===== config.mk =====
export PLATFORM = sky130hd
export DESIGN_NAME = aprSubsystem
export DESIGN_NICKNAME = d
export VERILOG_FILES = /design/src/design/ks10Pkg.sv /design/src/design/aprDevice.sv /design/src/design/aprSubsystem.sv /design/src/design/intervalTimer.sv /design/src/design/intrCapture.sv
export VERILOG_INCLUDE_DIRS = /design/src /design/src/design
export SDC_FILE = /design/constraint.sdc
export NUM_CORES = 1
export LEC_CHECK = 0
export ABC_CLOCK_PERIOD_IN_PS = 2400
export BUFFER_PORTS_ARGS = -buffer_cell sky130_fd_sc_hd__clkbuf_2
export CAP_MARGIN = 20
export CORE_ASPECT_RATIO = 1.4
export CORE_MARGIN = 4
export CORE_UTILIZATION = 53
export CTS_BUF_LIST = sky130_fd_sc_hd__clkbuf_4 sky130_fd_sc_hd__clkbuf_8 sky130_fd_sc_hd__clkbuf_16
export CTS_CLUSTER_SIZE = 16
export DETAILED_ROUTE_END_ITERATION = 10
export PLACE_DENSITY = 0.82
export SLEW_MARGIN = 15
export SYNTH_ARGS = -nofsm -noshare
export SYNTH_HDL_FRONTEND = slang
export SYNTH_SLANG_ARGS = --single-unit
export TNS_END_PERCENT = 50

===== constraint.sdc =====
create_clock -name clk -period 2.4 [get_ports clk]
set_clock_uncertainty 0.05 [all_clocks]
set_input_delay 0.24 -clock clk [delete_from_list [all_inputs] [get_ports clk]]
set_output_delay 0.24 -clock clk [all_outputs]
set_load 0.005 [all_outputs]

===== src/design/ks10_consts.svh =====
`ifndef KS10_CONSTS_SVH
`define KS10_CONSTS_SVH

////////////////////////////////////////////////////////////
// Data path and control ROM widths
////////////////////////////////////////////////////////////

`define KS10_WORD_WIDTH      36
`define KS10_SPEC_SEL_WIDTH  5

// Special-function select codes decoded by the APR and timer
`define SPEC_SEL_LOADAPR     5'o23
`define SPEC_SEL_APRFLAGS    5'o31
`define SPEC_SEL_LOADTIM     5'o15

////////////////////////////////////////////////////////////
// Interval timer and interrupt levels
////////////////////////////////////////////////////////////

`define KS10_TIMER_WIDTH     12

// Priority levels 1 to 7, level 1 is highest
`define APR_LEVELS           7

////////////////////////////////////////////////////////////
// Flag positions within the 8-bit flag field
////////////////////////////////////////////////////////////

// Bit 7 is architectural flag 24, bit 0 is flag 31
`define APR_FLAG_PWR         5
`define APR_FLAG_NXM         4
`define APR_FLAG_TIM         1
`define APR_FLAG_CONS        0

`endif


===== src/design/ks10Pkg.sv =====
`include "ks10_consts.svh"

package ks10Pkg;

   ////////////////////////////////////////////////////////////
   // Control ROM special-function field
   ////////////////////////////////////////////////////////////

   // Group enable plus function select
   typedef struct packed
   {
      logic                              specEn20;
      logic [`KS10_SPEC_SEL_WIDTH-1:0]   specSel;
   } cromSpec;

   ////////////////////////////////////////////////////////////
   // Data-path word as seen by the APR functions
   ////////////////////////////////////////////////////////////

   // One 36-bit word, field layout depends on the active function
   typedef union packed
   {
      // LOADAPR layout, architectural bits 22 to 35
      struct packed
      {
         logic [`KS10_WORD_WIDTH-15:0]   unused;
         logic                           trapEn;
         logic                           pageEn;
         logic [7:0]                     aprEn;
         logic                           swInt;
         logic [2:0]                     intrLevel;
      } loadApr;

      // APRFLAGS layout, flags live in bits 24 to 31
      struct packed
      {
         logic [23:0]                    unusedHi;
         logic [7:0]                     flagBits;
         logic [3:0]                     unusedLo;
      } aprFlagsIn;

      // LOADTIM layout, period in the low bits
      struct packed
      {
         logic [`KS10_WORD_WIDTH-`KS10_TIMER_WIDTH-1:0] unused;
         logic [`KS10_TIMER_WIDTH-1:0]                  period;
      } loadTim;
   } dpWord;

   ////////////////////////////////////////////////////////////
   // Readable APR status word, bits 22 to 35
   ////////////////////////////////////////////////////////////

   typedef struct packed
   {
      logic       trapEn;
      logic       pageEn;
      // 24, 25, power, NXM, 28, 29, timer, console
      logic [7:0] flags;
      logic       intReq;
      // Always read back as ones
      logic [2:0] ones;
   } aprFlags;

   // Interrupt sources, used both for events and held levels
   typedef struct packed
   {
      logic pwr;
      logic nxm;
      logic cons;
      logic tim;
   } intrPulses;

endpackage


===== src/design/aprDevice.sv =====
`timescale 1ns/1ps

`include "ks10_consts.svh"

module aprDevice
(
   input  logic                     clk,
   input  logic                     rst,
   input  logic                     clken,
   input  ks10Pkg::cromSpec         spec,
   input  ks10Pkg::dpWord           dp,
   input  ks10Pkg::intrPulses       pending,
   output logic                     consume,
   output ks10Pkg::aprFlags         aprStatus,
   output logic [`APR_LEVELS:1]     aprIntr
);

   ////////////////////////////////////////////////////////////
   // Microcode decode
   ////////////////////////////////////////////////////////////

   logic specLoadApr;
   logic specAprFlags;

   assign specLoadApr  = spec.specEn20 && (spec.specSel == `SPEC_SEL_LOADAPR);
   assign specAprFlags = spec.specEn20 && (spec.specSel == `SPEC_SEL_APRFLAGS);

   // Tells the capture block its held levels are merged this edge
   assign consume = clken && specAprFlags;

   ////////////////////////////////////////////////////////////
   // Enable register
   ////////////////////////////////////////////////////////////

   logic       trapEn;
   logic       pageEn;
   logic [7:0] aprEn;
   logic       swInt;
   logic [2:0] intrLevel;

   always_ff @(posedge clk or posedge rst)
   begin
      if (rst)
      begin
         trapEn    <= 1'b0;
         pageEn    <= 1'b0;
         aprEn     <= '0;
         swInt     <= 1'b0;
         intrLevel <= '0;
      end
      else if (clken && specLoadApr)
      begin
         trapEn    <= dp.loadApr.trapEn;
         pageEn    <= dp.loadApr.pageEn;
         aprEn     <= dp.loadApr.aprEn;
         swInt     <= dp.loadApr.swInt;
         intrLevel <= dp.loadApr.intrLevel;
      end
   end

   ////////////////////////////////////////////////////////////
   // Flag register
   ////////////////////////////////////////////////////////////

   logic [7:0] flags;
   logic [7:0] forceMask;

   // Captured interrupts override the data path bit
   // Flags 24, 25, 28 and 29 have no source and just store dp
   always_comb
   begin
      forceMask                  = '0;
      forceMask[`APR_FLAG_PWR]   = pending.pwr;
      forceMask[`APR_FLAG_NXM]   = pending.nxm;
      forceMask[`APR_FLAG_TIM]   = pending.tim;
      forceMask[`APR_FLAG_CONS]  = pending.cons;
   end

   always_ff @(posedge clk or posedge rst)
   begin
      if (rst)
      begin
         flags <= '0;
      end
      else if (consume)
      begin
         flags <= dp.aprFlagsIn.flagBits | forceMask;
      end
   end

   ////////////////////////////////////////////////////////////
   // Interrupt mask
   ////////////////////////////////////////////////////////////

   logic intReq;

   // Any enabled flag or the software request
   assign intReq = (|(flags & aprEn)) || swInt;

   // Status word straight from the registers
   always_comb
   begin
      aprStatus.trapEn = trapEn;
      aprStatus.pageEn = pageEn;
      aprStatus.flags  = flags;
      aprStatus.intReq = intReq;
      aprStatus.ones   = 3'b111;
   end

   ////////////////////////////////////////////////////////////
   // Priority request
   ////////////////////////////////////////////////////////////

   logic [`APR_LEVELS:1] reqDecode;

   // One-hot at the programmed level
   // Level 0 means no request even with intReq high
   always_comb
   begin
      reqDecode = '0;
      if (intReq && (intrLevel != 3'd0))
      begin
         reqDecode[intrLevel] = 1'b1;
      end
   end

   // Runs every clock and trails intReq by exactly one cycle
   always_ff @(posedge clk or posedge rst)
   begin
      if (rst)
      begin
         aprIntr <= '0;
      end
      else
      begin
         aprIntr <= reqDecode;
      end
   end

   ////////////////////////////////////////////////////////////
   // Checks
   ////////////////////////////////////////////////////////////

   // Never more than one level requested
   property intrOneHot;
      @(posedge clk) disable iff (rst)
         $onehot0(aprIntr);
   endproperty

   assert property (intrOneHot)
      else $error("aprDevice: more than one interrupt level asserted");

endmodule


===== src/design/aprSubsystem.sv =====
`timescale 1ns/1ps

`include "ks10_consts.svh"

module aprSubsystem
(
   input  logic                     clk,
   input  logic                     rst,
   input  logic                     clken,
   input  ks10Pkg::cromSpec         spec,
   input  ks10Pkg::dpWord           dp,
   input  ks10Pkg::intrPulses       ext,
   output ks10Pkg::aprFlags         aprStatus,
   output logic [`APR_LEVELS:1]     aprIntr
);

   import ks10Pkg::*;

   ////////////////////////////////////////////////////////////
   // Internal wiring
   ////////////////////////////////////////////////////////////

   // Timer period end, into capture
   logic      timDone;
   // APRFLAGS commit, back to capture
   logic      consume;
   // Held interrupt levels, into the APR
   intrPulses pending;

   ////////////////////////////////////////////////////////////
   // Blocks
   ////////////////////////////////////////////////////////////

   // ext.tim is replaced by the timer output inside capture
   intrCapture i_intrCapture
   (
      .clk      (clk),
      .rst      (rst),
      .ext      (ext),
      .timDone  (timDone),
      .consume  (consume),
      .pending  (pending)
   );

   intervalTimer i_intervalTimer
   (
      .clk      (clk),
      .rst      (rst),
      .clken    (clken),
      .spec     (spec),
      .dp       (dp),
      .timDone  (timDone)
   );

   aprDevice i_aprDevice
   (
      .clk       (clk),
      .rst       (rst),
      .clken     (clken),
      .spec      (spec),
      .dp        (dp),
      .pending   (pending),
      .consume   (consume),
      .aprStatus (aprStatus),
      .aprIntr   (aprIntr)
   );

endmodule


===== src/design/intervalTimer.sv =====
`timescale 1ns/1ps

`include "ks10_consts.svh"

module intervalTimer
(
   input  logic             clk,
   input  logic             rst,
   input  logic             clken,
   input  ks10Pkg::cromSpec spec,
   input  ks10Pkg::dpWord   dp,
   output logic             timDone
);

   ////////////////////////////////////////////////////////////
   // Microcode decode
   ////////////////////////////////////////////////////////////

   logic                          specLoadTim;
   logic [`KS10_TIMER_WIDTH-1:0]  period;
   logic [`KS10_TIMER_WIDTH-1:0]  count;

   // Only LOADTIM belongs to the timer
   assign specLoadTim = spec.specEn20 && (spec.specSel == `SPEC_SEL_LOADTIM);

   ////////////////////////////////////////////////////////////
   // Period register and down-counter
   ////////////////////////////////////////////////////////////

   // Count runs from the period down to 1
   // Done is flagged on the step that leaves 1, then the count reloads
   always_ff @(posedge clk or posedge rst)
   begin
      if (rst)
      begin
         period  <= '0;
         count   <= '0;
         timDone <= 1'b0;
      end
      else
      begin
         // Single-cycle pulse by default
         timDone <= 1'b0;
         if (clken)
         begin
            if (specLoadTim)
            begin
               // New period restarts the count from the top
               period <= dp.loadTim.period;
               count  <= dp.loadTim.period;
            end
            else if (period != '0)
            begin
               if (count == 1)
               begin
                  timDone <= 1'b1;
                  count   <= period;
               end
               else
               begin
                  count <= count - 1'b1;
               end
            end
            // Zero period leaves the timer idle
         end
      end
   end

   ////////////////////////////////////////////////////////////
   // Checks
   ////////////////////////////////////////////////////////////

   // Back-to-back pulses only possible with a period of one
   property donePulse;
      @(posedge clk) disable iff (rst)
         (timDone && (period > 1)) |=> !timDone;
   endproperty

   assert property (donePulse)
      else $error("intervalTimer: timDone held for two cycles");

endmodule


===== src/design/intrCapture.sv =====
`timescale 1ns/1ps

module intrCapture
(
   input  logic                clk,
   input  logic                rst,
   input  ks10Pkg::intrPulses  ext,
   input  logic                timDone,
   input  logic                consume,
   output ks10Pkg::intrPulses  pending
);

   import ks10Pkg::*;

   ////////////////////////////////////////////////////////////
   // Event collection
   ////////////////////////////////////////////////////////////

   intrPulses events;

   // External sources pass through
   // Timer slot comes from the interval timer, not the pins
   always_comb
   begin
      events.pwr  = ext.pwr;
      events.nxm  = ext.nxm;
      events.cons = ext.cons;
      events.tim  = timDone;
   end

   ////////////////////////////////////////////////////////////
   // Sticky pending bits
   ////////////////////////////////////////////////////////////

   // Capture is not tied to clken
   // External pulses may arrive while microcode is stalled
   always_ff @(posedge clk or posedge rst)
   begin
      if (rst)
      begin
         pending <= '0;
      end
      else if (consume)
      begin
         // Old levels are used up by APRFLAGS
         // A pulse in this same cycle survives for the next one
         pending <= events;
      end
      else
      begin
         pending <= pending | events;
      end
   end

   ////////////////////////////////////////////////////////////
   // Checks
   ////////////////////////////////////////////////////////////

   // A held level only drops after an APRFLAGS commit
   property pendingHeld;
      @(posedge clk) disable iff (rst)
         !consume |=> ((pending & $past(pending)) == $past(pending));
   endproperty

   assert property (pendingHeld)
      else $error("intrCapture: pending bit cleared without consume");

endmodule


==> metrics.txt, run 1 <==
sequential share of the synthesized area 52.21%; # rows 30; CTS Hold Bufs 1; DR vias 2203; Mean Syn Cell Area 10.04 µm²; Routed Antenna Nets 0; vias in the first global route 2333; chip height 93.70 µm; DPL Wire Length 4851 µm; status finished, final reports clean; r2r worst-path depth 5; postcts setup bufs 0; initial antenna violation count 0; Hold Vio Cnt, Final 0; Area Growth Syn to Fin 16.56%; RSZ-0062 raised after global routing no; fin crit share 91.01%; IO Pins 70; FILL cells 412; DRT Pass-1 Iters 5; CTS Root Cell clkbuf_8; total grt overflow 0; routability congestion estimate from global placement 0.9227; crit end category flip-flop; Post-layout nets 372; Hold Crit Class primary input to flip-flop; port bufs 43; initial core utilization 56.11%; Antenna Diode Count 0; DR iter-0 viols 145; Post-synth EDFFs 0; flops & latches, synth 58; Worst Path Arrival 2.34 ns; Num CTS Buffers 9; PD cells 956.9 nW/µm²; minimum clock period 2.184 ns; global-route wire length before repair 10900 µm; clock latency on the worst-skew pair 0.33 ns; fin area 3241 µm²; Area after DPL 3023 µm²; Async SR Flop Fraction 100.0%; reg2reg setup slack 0.22 ns; Comb power frac 26.7%; clock buffer depth 2; Tot GR Track Use 21.43%; largest net degree at the start of global routing 48; Syn Inst Count 277; Synth Cell Area 2780 µm²; hold slack final 0.04498 ns; average wire per standard cell 16.92 µm; worst vdd rail ir drop 0.7736 mV; Reg power frac 43.5%; CTS sink cnt 58; TritonCTS clock tree built; layout cell share with drive strength beyond 1 27.08%; H-tree Lvls 3; die footprint 6485 µm²; slew of the pin with the lowest slew margin 0.7416 ns; # DRC 0; Primary FF master, synth dfrtp_1; Max Clk Rate 0.4578 GHz; relative slew slack 50.04%; maxcap violations 0; Final Max Slew Viols 0; total wire length 6582 µm; die width 69.21 µm; Synth cell types 44; sum of negative setup slack 0 ns; sw power 1.004 mW; Via-to-Cell Ratio 5.663; Crit Reg-Reg Startpoint i_intervalTimer.count[2]; leakage power 1.571 nW; worst setup path end i_intervalTimer.count[0]; Worst Setup Start Kind flip-flop; largest fanout on the critical path 9; core area 4955 µm²; Final setup viols 0; reg2reg end i_intervalTimer.count[0]; clock-pin slew on the worst setup and hold paths 0.06 ns; CTS resizes 0; Crit Path Class flip-flop to flip-flop; clock power share 29.9%; Pint 2.097 mW; Sw Ratio 32.39%; Req. time, crit path 2.55 ns; worst setup path start i_intervalTimer.count[2]; Synth warnings 0
-- per-layer routing --
metal | up-vias | GRT usage [%] | wire length, µm | part of all wire, %
met4 | 0 | 11.40 | 188 | 2.9
met2 | 63 | 37.98 | 3491 | 53
met1 | 1063 | 24.65 | 2628 | 40
met3 | 19 | 3.533 | 274 | 4.2
met5 | - | 0 | 0 | 0
li1 | 1058 | - | - | -
-- power by group through the flow --
stage,registers [mW],logic [mW],clock network (mW)
after floorplan,1.30,0.661,0
after global placement,1.35,0.798,0
after detailed placement,1.36,0.823,0
after CTS,1.35,0.831,0.938
after global routing,1.38,0.933,0.989
final,1.35,0.826,0.926
-- worst min-delay path by stage --
stage | start | slack [ns] | cells past startpoint | to
global placement | rst | 0.12 | 2 | i_aprDevice.aprIntr[5]
global route | ext[3] | 0.04 | 2 | i_intrCapture.pending[3]
finish | ext[2] | 0.04 | 2 | i_intrCapture.pending[2]
CTS | ext[2] | 0.04 | 2 | i_intrCapture.pending[2]
detailed placement | rst | 0.13 | 2 | i_aprDevice.aprIntr[5]
floorplan | ext[1] | 0.28 | 1 | i_intrCapture.pending[1]
-- cell usage in the layout (no fill, tap or decap), drive strengths merged, types with 4 or more instances in the layout --
master | synthesis | routed
a21o | 4 | 4
a21oi | 12 | 12
a22oi | 4 | 4
a31oi | 4 | 4
buf | 9 | 4
clkbuf | 7 | 56
dfrtp | 58 | 58
inv | 5 | 5
mux2 | 20 | 20
nand2 | 53 | 53
nand2b | 5 | 5
nand3 | 6 | 6
nor2 | 26 | 26
nor3 | 5 | 5
nor4 | 6 | 6
o21ai | 13 | 13
-- cell families (layout without fill, tap and decap cells) --
logic type	Yosys count	count (layout)	share of synthesized area, %
and+or+nand+nor	115	115	20.07
DFF	58	58	52.21
AOI/OAI and AO/OA	55	55	12.92
buffers and inverters	22	68	4.366
muxes	21	21	8.461
xor gates and xnor gates	3	3	0.9453
adders and majority gates	2	2	0.8999
other	1	3	0.1349
-- synthesized netlist by cell type, types with 3 or more instances --
cell	count	area (µm²)
mux2_2	20	225.2
clkbuf_1	7	26.28
o22ai_1	3	18.77
nand3_1	6	30.03
a211o_1	3	26.28
a21o_1	4	30.03
a22oi_1	4	30.03
buf_4	6	45.04
nand3b_1	3	22.52
dfrtp_1	58	1451
nor3_1	5	25.02
nand2b_1	5	31.28
a21oi_1	12	60.06
xnor2_1	3	26.28
nand2_1	53	198.9
nor2_1	26	97.59
inv_1	5	18.77
nor4_1	5	31.28
o21ai_0	13	65.06
a31oi_1	4	25.02
-- stage by stage --
| stage | power [mW] | std cells | setup slack, ns | util, % |
|---|---|---|---|---|
| floorplan | 1.959 | 279 | 0.4189 | - |
| global placement | 2.147 | 373 | 0.2800 | 61.01 |
| detailed placement | 2.184 | 373 | 0.2545 | 61.01 |
| CTS | 3.115 | 389 | 0.2306 | 65.40 |
| global route | 3.301 | 389 | 0.08909 | 65.40 |
| finish | 3.101 | 389 | 0.2158 | 65.40 |
-- state kept, by name (all words and copies together), names as in the netlist --
register,cells
i_intrCapture.pending,4
i_aprDevice.pageEn,1
i_aprDevice.swInt,1
i_aprDevice.flags,8
i_aprDevice.trapEn,1
i_aprDevice.intrLevel,3
i_intervalTimer.period,12
i_intervalTimer.count,12
i_aprDevice.aprEn,8
i_intervalTimer.timDone,1
i_aprDevice.aprIntr,7
-- worst max-delay path, cell delays in order (launching register included) --
cell     delay (ns)
dfrtp_1        0.46
or4_4          0.62
nor4_4         0.56
nand3_1        0.16
o31ai_1        0.10
a21oi_1        0.11
-- area by class of cell --
type | instances | area [µm²] | area share (%)
Clock buffer | 13 | 172.7 | 5.328
Inverter | 5 | 18.77 | 0.5792
Timing Repair Buffer | 48 | 267.8 | 8.263
Multi-Input combinational cell | 199 | 1215 | 37.49
Sequential cell | 58 | 1451 | 44.79
Tap cell | 64 | 80.08 | 2.471
Clock inverter | 2 | 35.03 | 1.081
No activity file was read; power rests on OpenSTA's default activity.
==> run 2, diff against run 1 <==
ABC_AREA = 1   (was unset)
ABC_CLOCK_PERIOD_IN_PS = 2700   (was 2400)
CORE_UTILIZATION = 57   (was 53)
PLACE_DENSITY = 0.87   (was 0.82)
clock period = 2.7 ns   (was 2.4 ns; I/O delays follow)
==> run 2 against run 1 <==
Net effect:
- register-to-register slack gained 0.73 ns
- first-iteration DRC count up 21%
- sequential power down 13%
- largest power group unchanged
- critical endpoint is now i_intervalTimer.count[10]
- sequential share of layout area shrank 0.58 points
- core utilization rose by 2.4 points
- die area decreased by 4.5%
==> metrics.txt, run 2 <==
Async SR Flop Fraction 100.0% (unchanged); # DRC 0 (unchanged); # rows 30 (unchanged); commonest non-fill, non-tap cell in the layout nand2_1 (was dfrtp_1); TritonCTS clock tree built (unchanged); Num CTS Buffers 9 (unchanged); DR vias 2479 (was 2203); largest fanout on the critical path 6 (was 9); routability congestion estimate from global placement 0.8257 (was 0.9227); Post-layout nets 465 (was 372); r2r worst-path depth 11 (was 5); Hold Path Depth 2 (unchanged); Post-Place Cells 466 (was 373); Area Growth Syn to Fin 15.59% (was 16.56%); multiplexer share of the synthesized area 0.7930% (was 8.461%); most frequent cell after synthesis nand2_1 (was dfrtp_1); total wire length 6175 µm (was 6582 µm); Primary FF master, synth dfrtp_1 (unchanged); CTS resizes 0 (unchanged); postcts setup bufs 0 (unchanged); minimum clock period 1.750 ns (was 2.184 ns); main combinational cell family by area after synthesis simple AND/OR/NAND/NOR gates (unchanged); DR iter-0 viols 176 (was 145); Hold Crit Class primary input to flip-flop (unchanged); Syn Inst Count 366 (was 277); Crit Path Class flip-flop to flip-flop (unchanged); DPL Wire Length 4579 µm (was 4851 µm); vias in the first global route 2473 (was 2333); Hold Vio Cnt, Final 0 (unchanged); IO Pins 70 (unchanged); H-tree Lvls 3 (unchanged); core area 4842 µm² (was 4955 µm²); worst vdd rail ir drop 0.5130 mV (was 0.7736 mV); Seq. cell area 1451 µm² (unchanged); largest net degree at the start of global routing 36 (was 48); Compound-Gate Fraction of Synth Area 7.401% (was 12.92%); clock latency on the worst-skew pair 0.33 ns (about the same); layout cell share with drive strength beyond 1 17.66% (was 27.08%); slew of the pin with the lowest slew margin 0.6826 ns (was 0.7416 ns); Mean Syn Cell Area 7.760 µm² (was 10.04 µm²); FILL cells 383 (was 412); initial core utilization 58.66% (was 56.11%); post-synthesis adder-cell area fraction 0.8811% (was 0.9001%); commonest cells after routing, fill and taps aside 125 x nand2_1, 58 x dfrtp_1, 43 x clkbuf_2, 40 x nor2_1, 32 x inv_1 (was 58 x dfrtp_1, 53 x nand2_1, 43 x clkbuf_2, 26 x nor2_1, 20 x mux2_2); Hold Path End i_intrCapture.pending[2] (unchanged); flops & latches, synth 58 (unchanged); total power 2.682 mW (was 3.101 mW); Synth warnings 0 (unchanged); global-route wire length before repair 10650 µm (was 10900 µm); status finished, final reports clean (unchanged); list of most frequent post-synthesis cells 125 x nand2_1, 58 x dfrtp_1, 40 x nor2_1, 33 x inv_1, 27 x nand3_1 (was 58 x dfrtp_1, 53 x nand2_1, 26 x nor2_1, 20 x mux2_2, 13 x o21ai_0); Crit Reg-Reg Startpoint i_intervalTimer.count[0] (was i_intervalTimer.count[2]); maxcap violations 0 (unchanged); die footprint 6192 µm² (was 6485 µm²); Post-Layout Cell Count 483 (was 389); CTS Hold Bufs 1 (unchanged); Synth Cell Area 2840 µm² (was 2780 µm²); sequential share of the synthesized area 51.10% (was 52.21%); die width 67.66 µm (was 69.21 µm); RSZ-0062 raised after global routing no (unchanged); average wire per standard cell 12.78 µm (was 16.92 µm); clock-pin slew on the worst setup and hold paths 0.07 ns (was 0.06 ns); Req. time, crit path 2.88 ns (was 2.55 ns); clock buffer depth 2 (unchanged); Post-synth EDFFs 0 (unchanged); chip height 91.52 µm (was 93.70 µm); CTS sink cnt 58 (unchanged); relative slew slack 54.43% (was 50.04%); reg2reg end i_intervalTimer.count[10] (was i_intervalTimer.count[0]); total grt overflow 0 (unchanged); XOR/XNOR Fraction of Synth Area 1.233% (was 0.9451%); Synth top area share 51.10% (was 52.21%); CTS Root Cell clkbuf_8 (unchanged); Routed Antenna Nets 0 (unchanged); Max Clk Rate 0.5714 GHz (was 0.4578 GHz); leakage power 1.781 nW (was 1.571 nW); simple-gate portion of the synthesized area 30.53% (was 20.07%); Antenna Diode Count 0 (unchanged); Final setup viols 0 (unchanged); Tot GR Track Use 22.75% (was 21.43%); crit end category flip-flop (unchanged); PD cells 816.8 nW/µm² (was 956.9 nW/µm²); DRT Pass-1 Iters 5 (unchanged); initial antenna violation count 0 (unchanged); sum of negative setup slack 0 ns (unchanged); ranking of synthesized cells by area dfrtp_1 51%, nand2_1 17%, nor2_1 5.3% (was dfrtp_1 52%, mux2_2 8.1%, nand2_1 7.2%); footprint of the multi-input gates 1171 µm² (was 1215 µm²); fin crit share 64.82% (was 91.01%); Final Max Slew Viols 0 (unchanged); Top Registers i_intervalTimer.count: 12 flops, i_intervalTimer.period: 12 flops (unchanged); Worst Min Path Start ext[2] (unchanged); Synth cell types 28 (was 44); Worst Path Arrival 1.93 ns (was 2.34 ns); Via-to-Cell Ratio 5.133 (was 5.663); largest area contributor in the netlist dfrtp_1 (unchanged); port bufs 43 (unchanged); Worst Setup Start Kind flip-flop (unchanged); reg2reg setup slack 0.95 ns (was 0.22 ns)
run 2: report_power, final:
part           internal, mW  total, mW  switching, mW
Clock                 0.362      0.695          0.332
Combinational         0.321      0.816          0.495
Sequential             1.03       1.17          0.139
Total                  1.72       2.68          0.966
run 2: logic make-up after synthesis:
family,Yosys count
AO/OA/AOI/OAI,40
other,1
flip-flops,58
AND/OR/NAND/NOR,208
XOR/XNOR,4
multiplexers,2
adder cells (fa/ha/maj),2
buffers and inverters,51
run 2: layout make-up:
class / count / share of cell area, %
flip-flops and latches: 58 / 44.21
multi-input cells: 259 / 35.67
repair buffers: 50 / 8.232
clock buffers: 11 / 4.421
inverters: 36 / 4.116
well taps: 64 / 2.439
clock inverters: 5 / 0.9146
run 2: critical path, cell delays in order, from the launching register on:
cell     delay, ns
dfrtp_1       0.38
inv_1         0.16
ha_1          0.23
inv_1         0.07
nor2_1        0.29
nand2_1       0.09
nand2_1       0.08
nand3_1       0.07
nand2_1       0.07
nand2_1       0.05
nand2_1       0.08
nand2_1       0.04
run 2: per-layer routing:
layer	up-vias	wire [µm]	global-route usage, %
li1	1236	-	-
met1	1161	2425	27.27
met2	68	3323	37.21
met3	14	229	5.322
met4	0	197	11.17
met5	-	0	0
run 2: how the worst max path moves through the flow:
stage / end / startpoint / slack, ns / depth (start not counted)
after detailed placement: i_intervalTimer.count[10] / i_intervalTimer.count[0] / 0.93 / 11
after global placement: i_intervalTimer.count[10] / i_intervalTimer.count[0] / 1.02 / 11
after CTS: i_intervalTimer.count[10] / i_intervalTimer.count[0] / 0.93 / 11
after global routing: i_intervalTimer.count[10] / i_intervalTimer.count[0] / 0.71 / 11
final: i_intervalTimer.count[10] / i_intervalTimer.count[0] / 0.95 / 11
after floorplan: i_aprDevice.aprEn[0] / rst / 0.95 / 1
run 2: through the flow:
step,util [%],setup WS [ns],hold slack (ns),area [µm²]
floorplan,-,0.9520,0.3123,2848
global placement,63.98,1.016,0.3359,3098
detailed placement,63.98,0.9340,0.3417,3098
CTS,67.80,0.9251,0.04930,3283
global route,67.80,0.7110,0.05390,3283
finish,67.80,0.9499,0.06458,3283
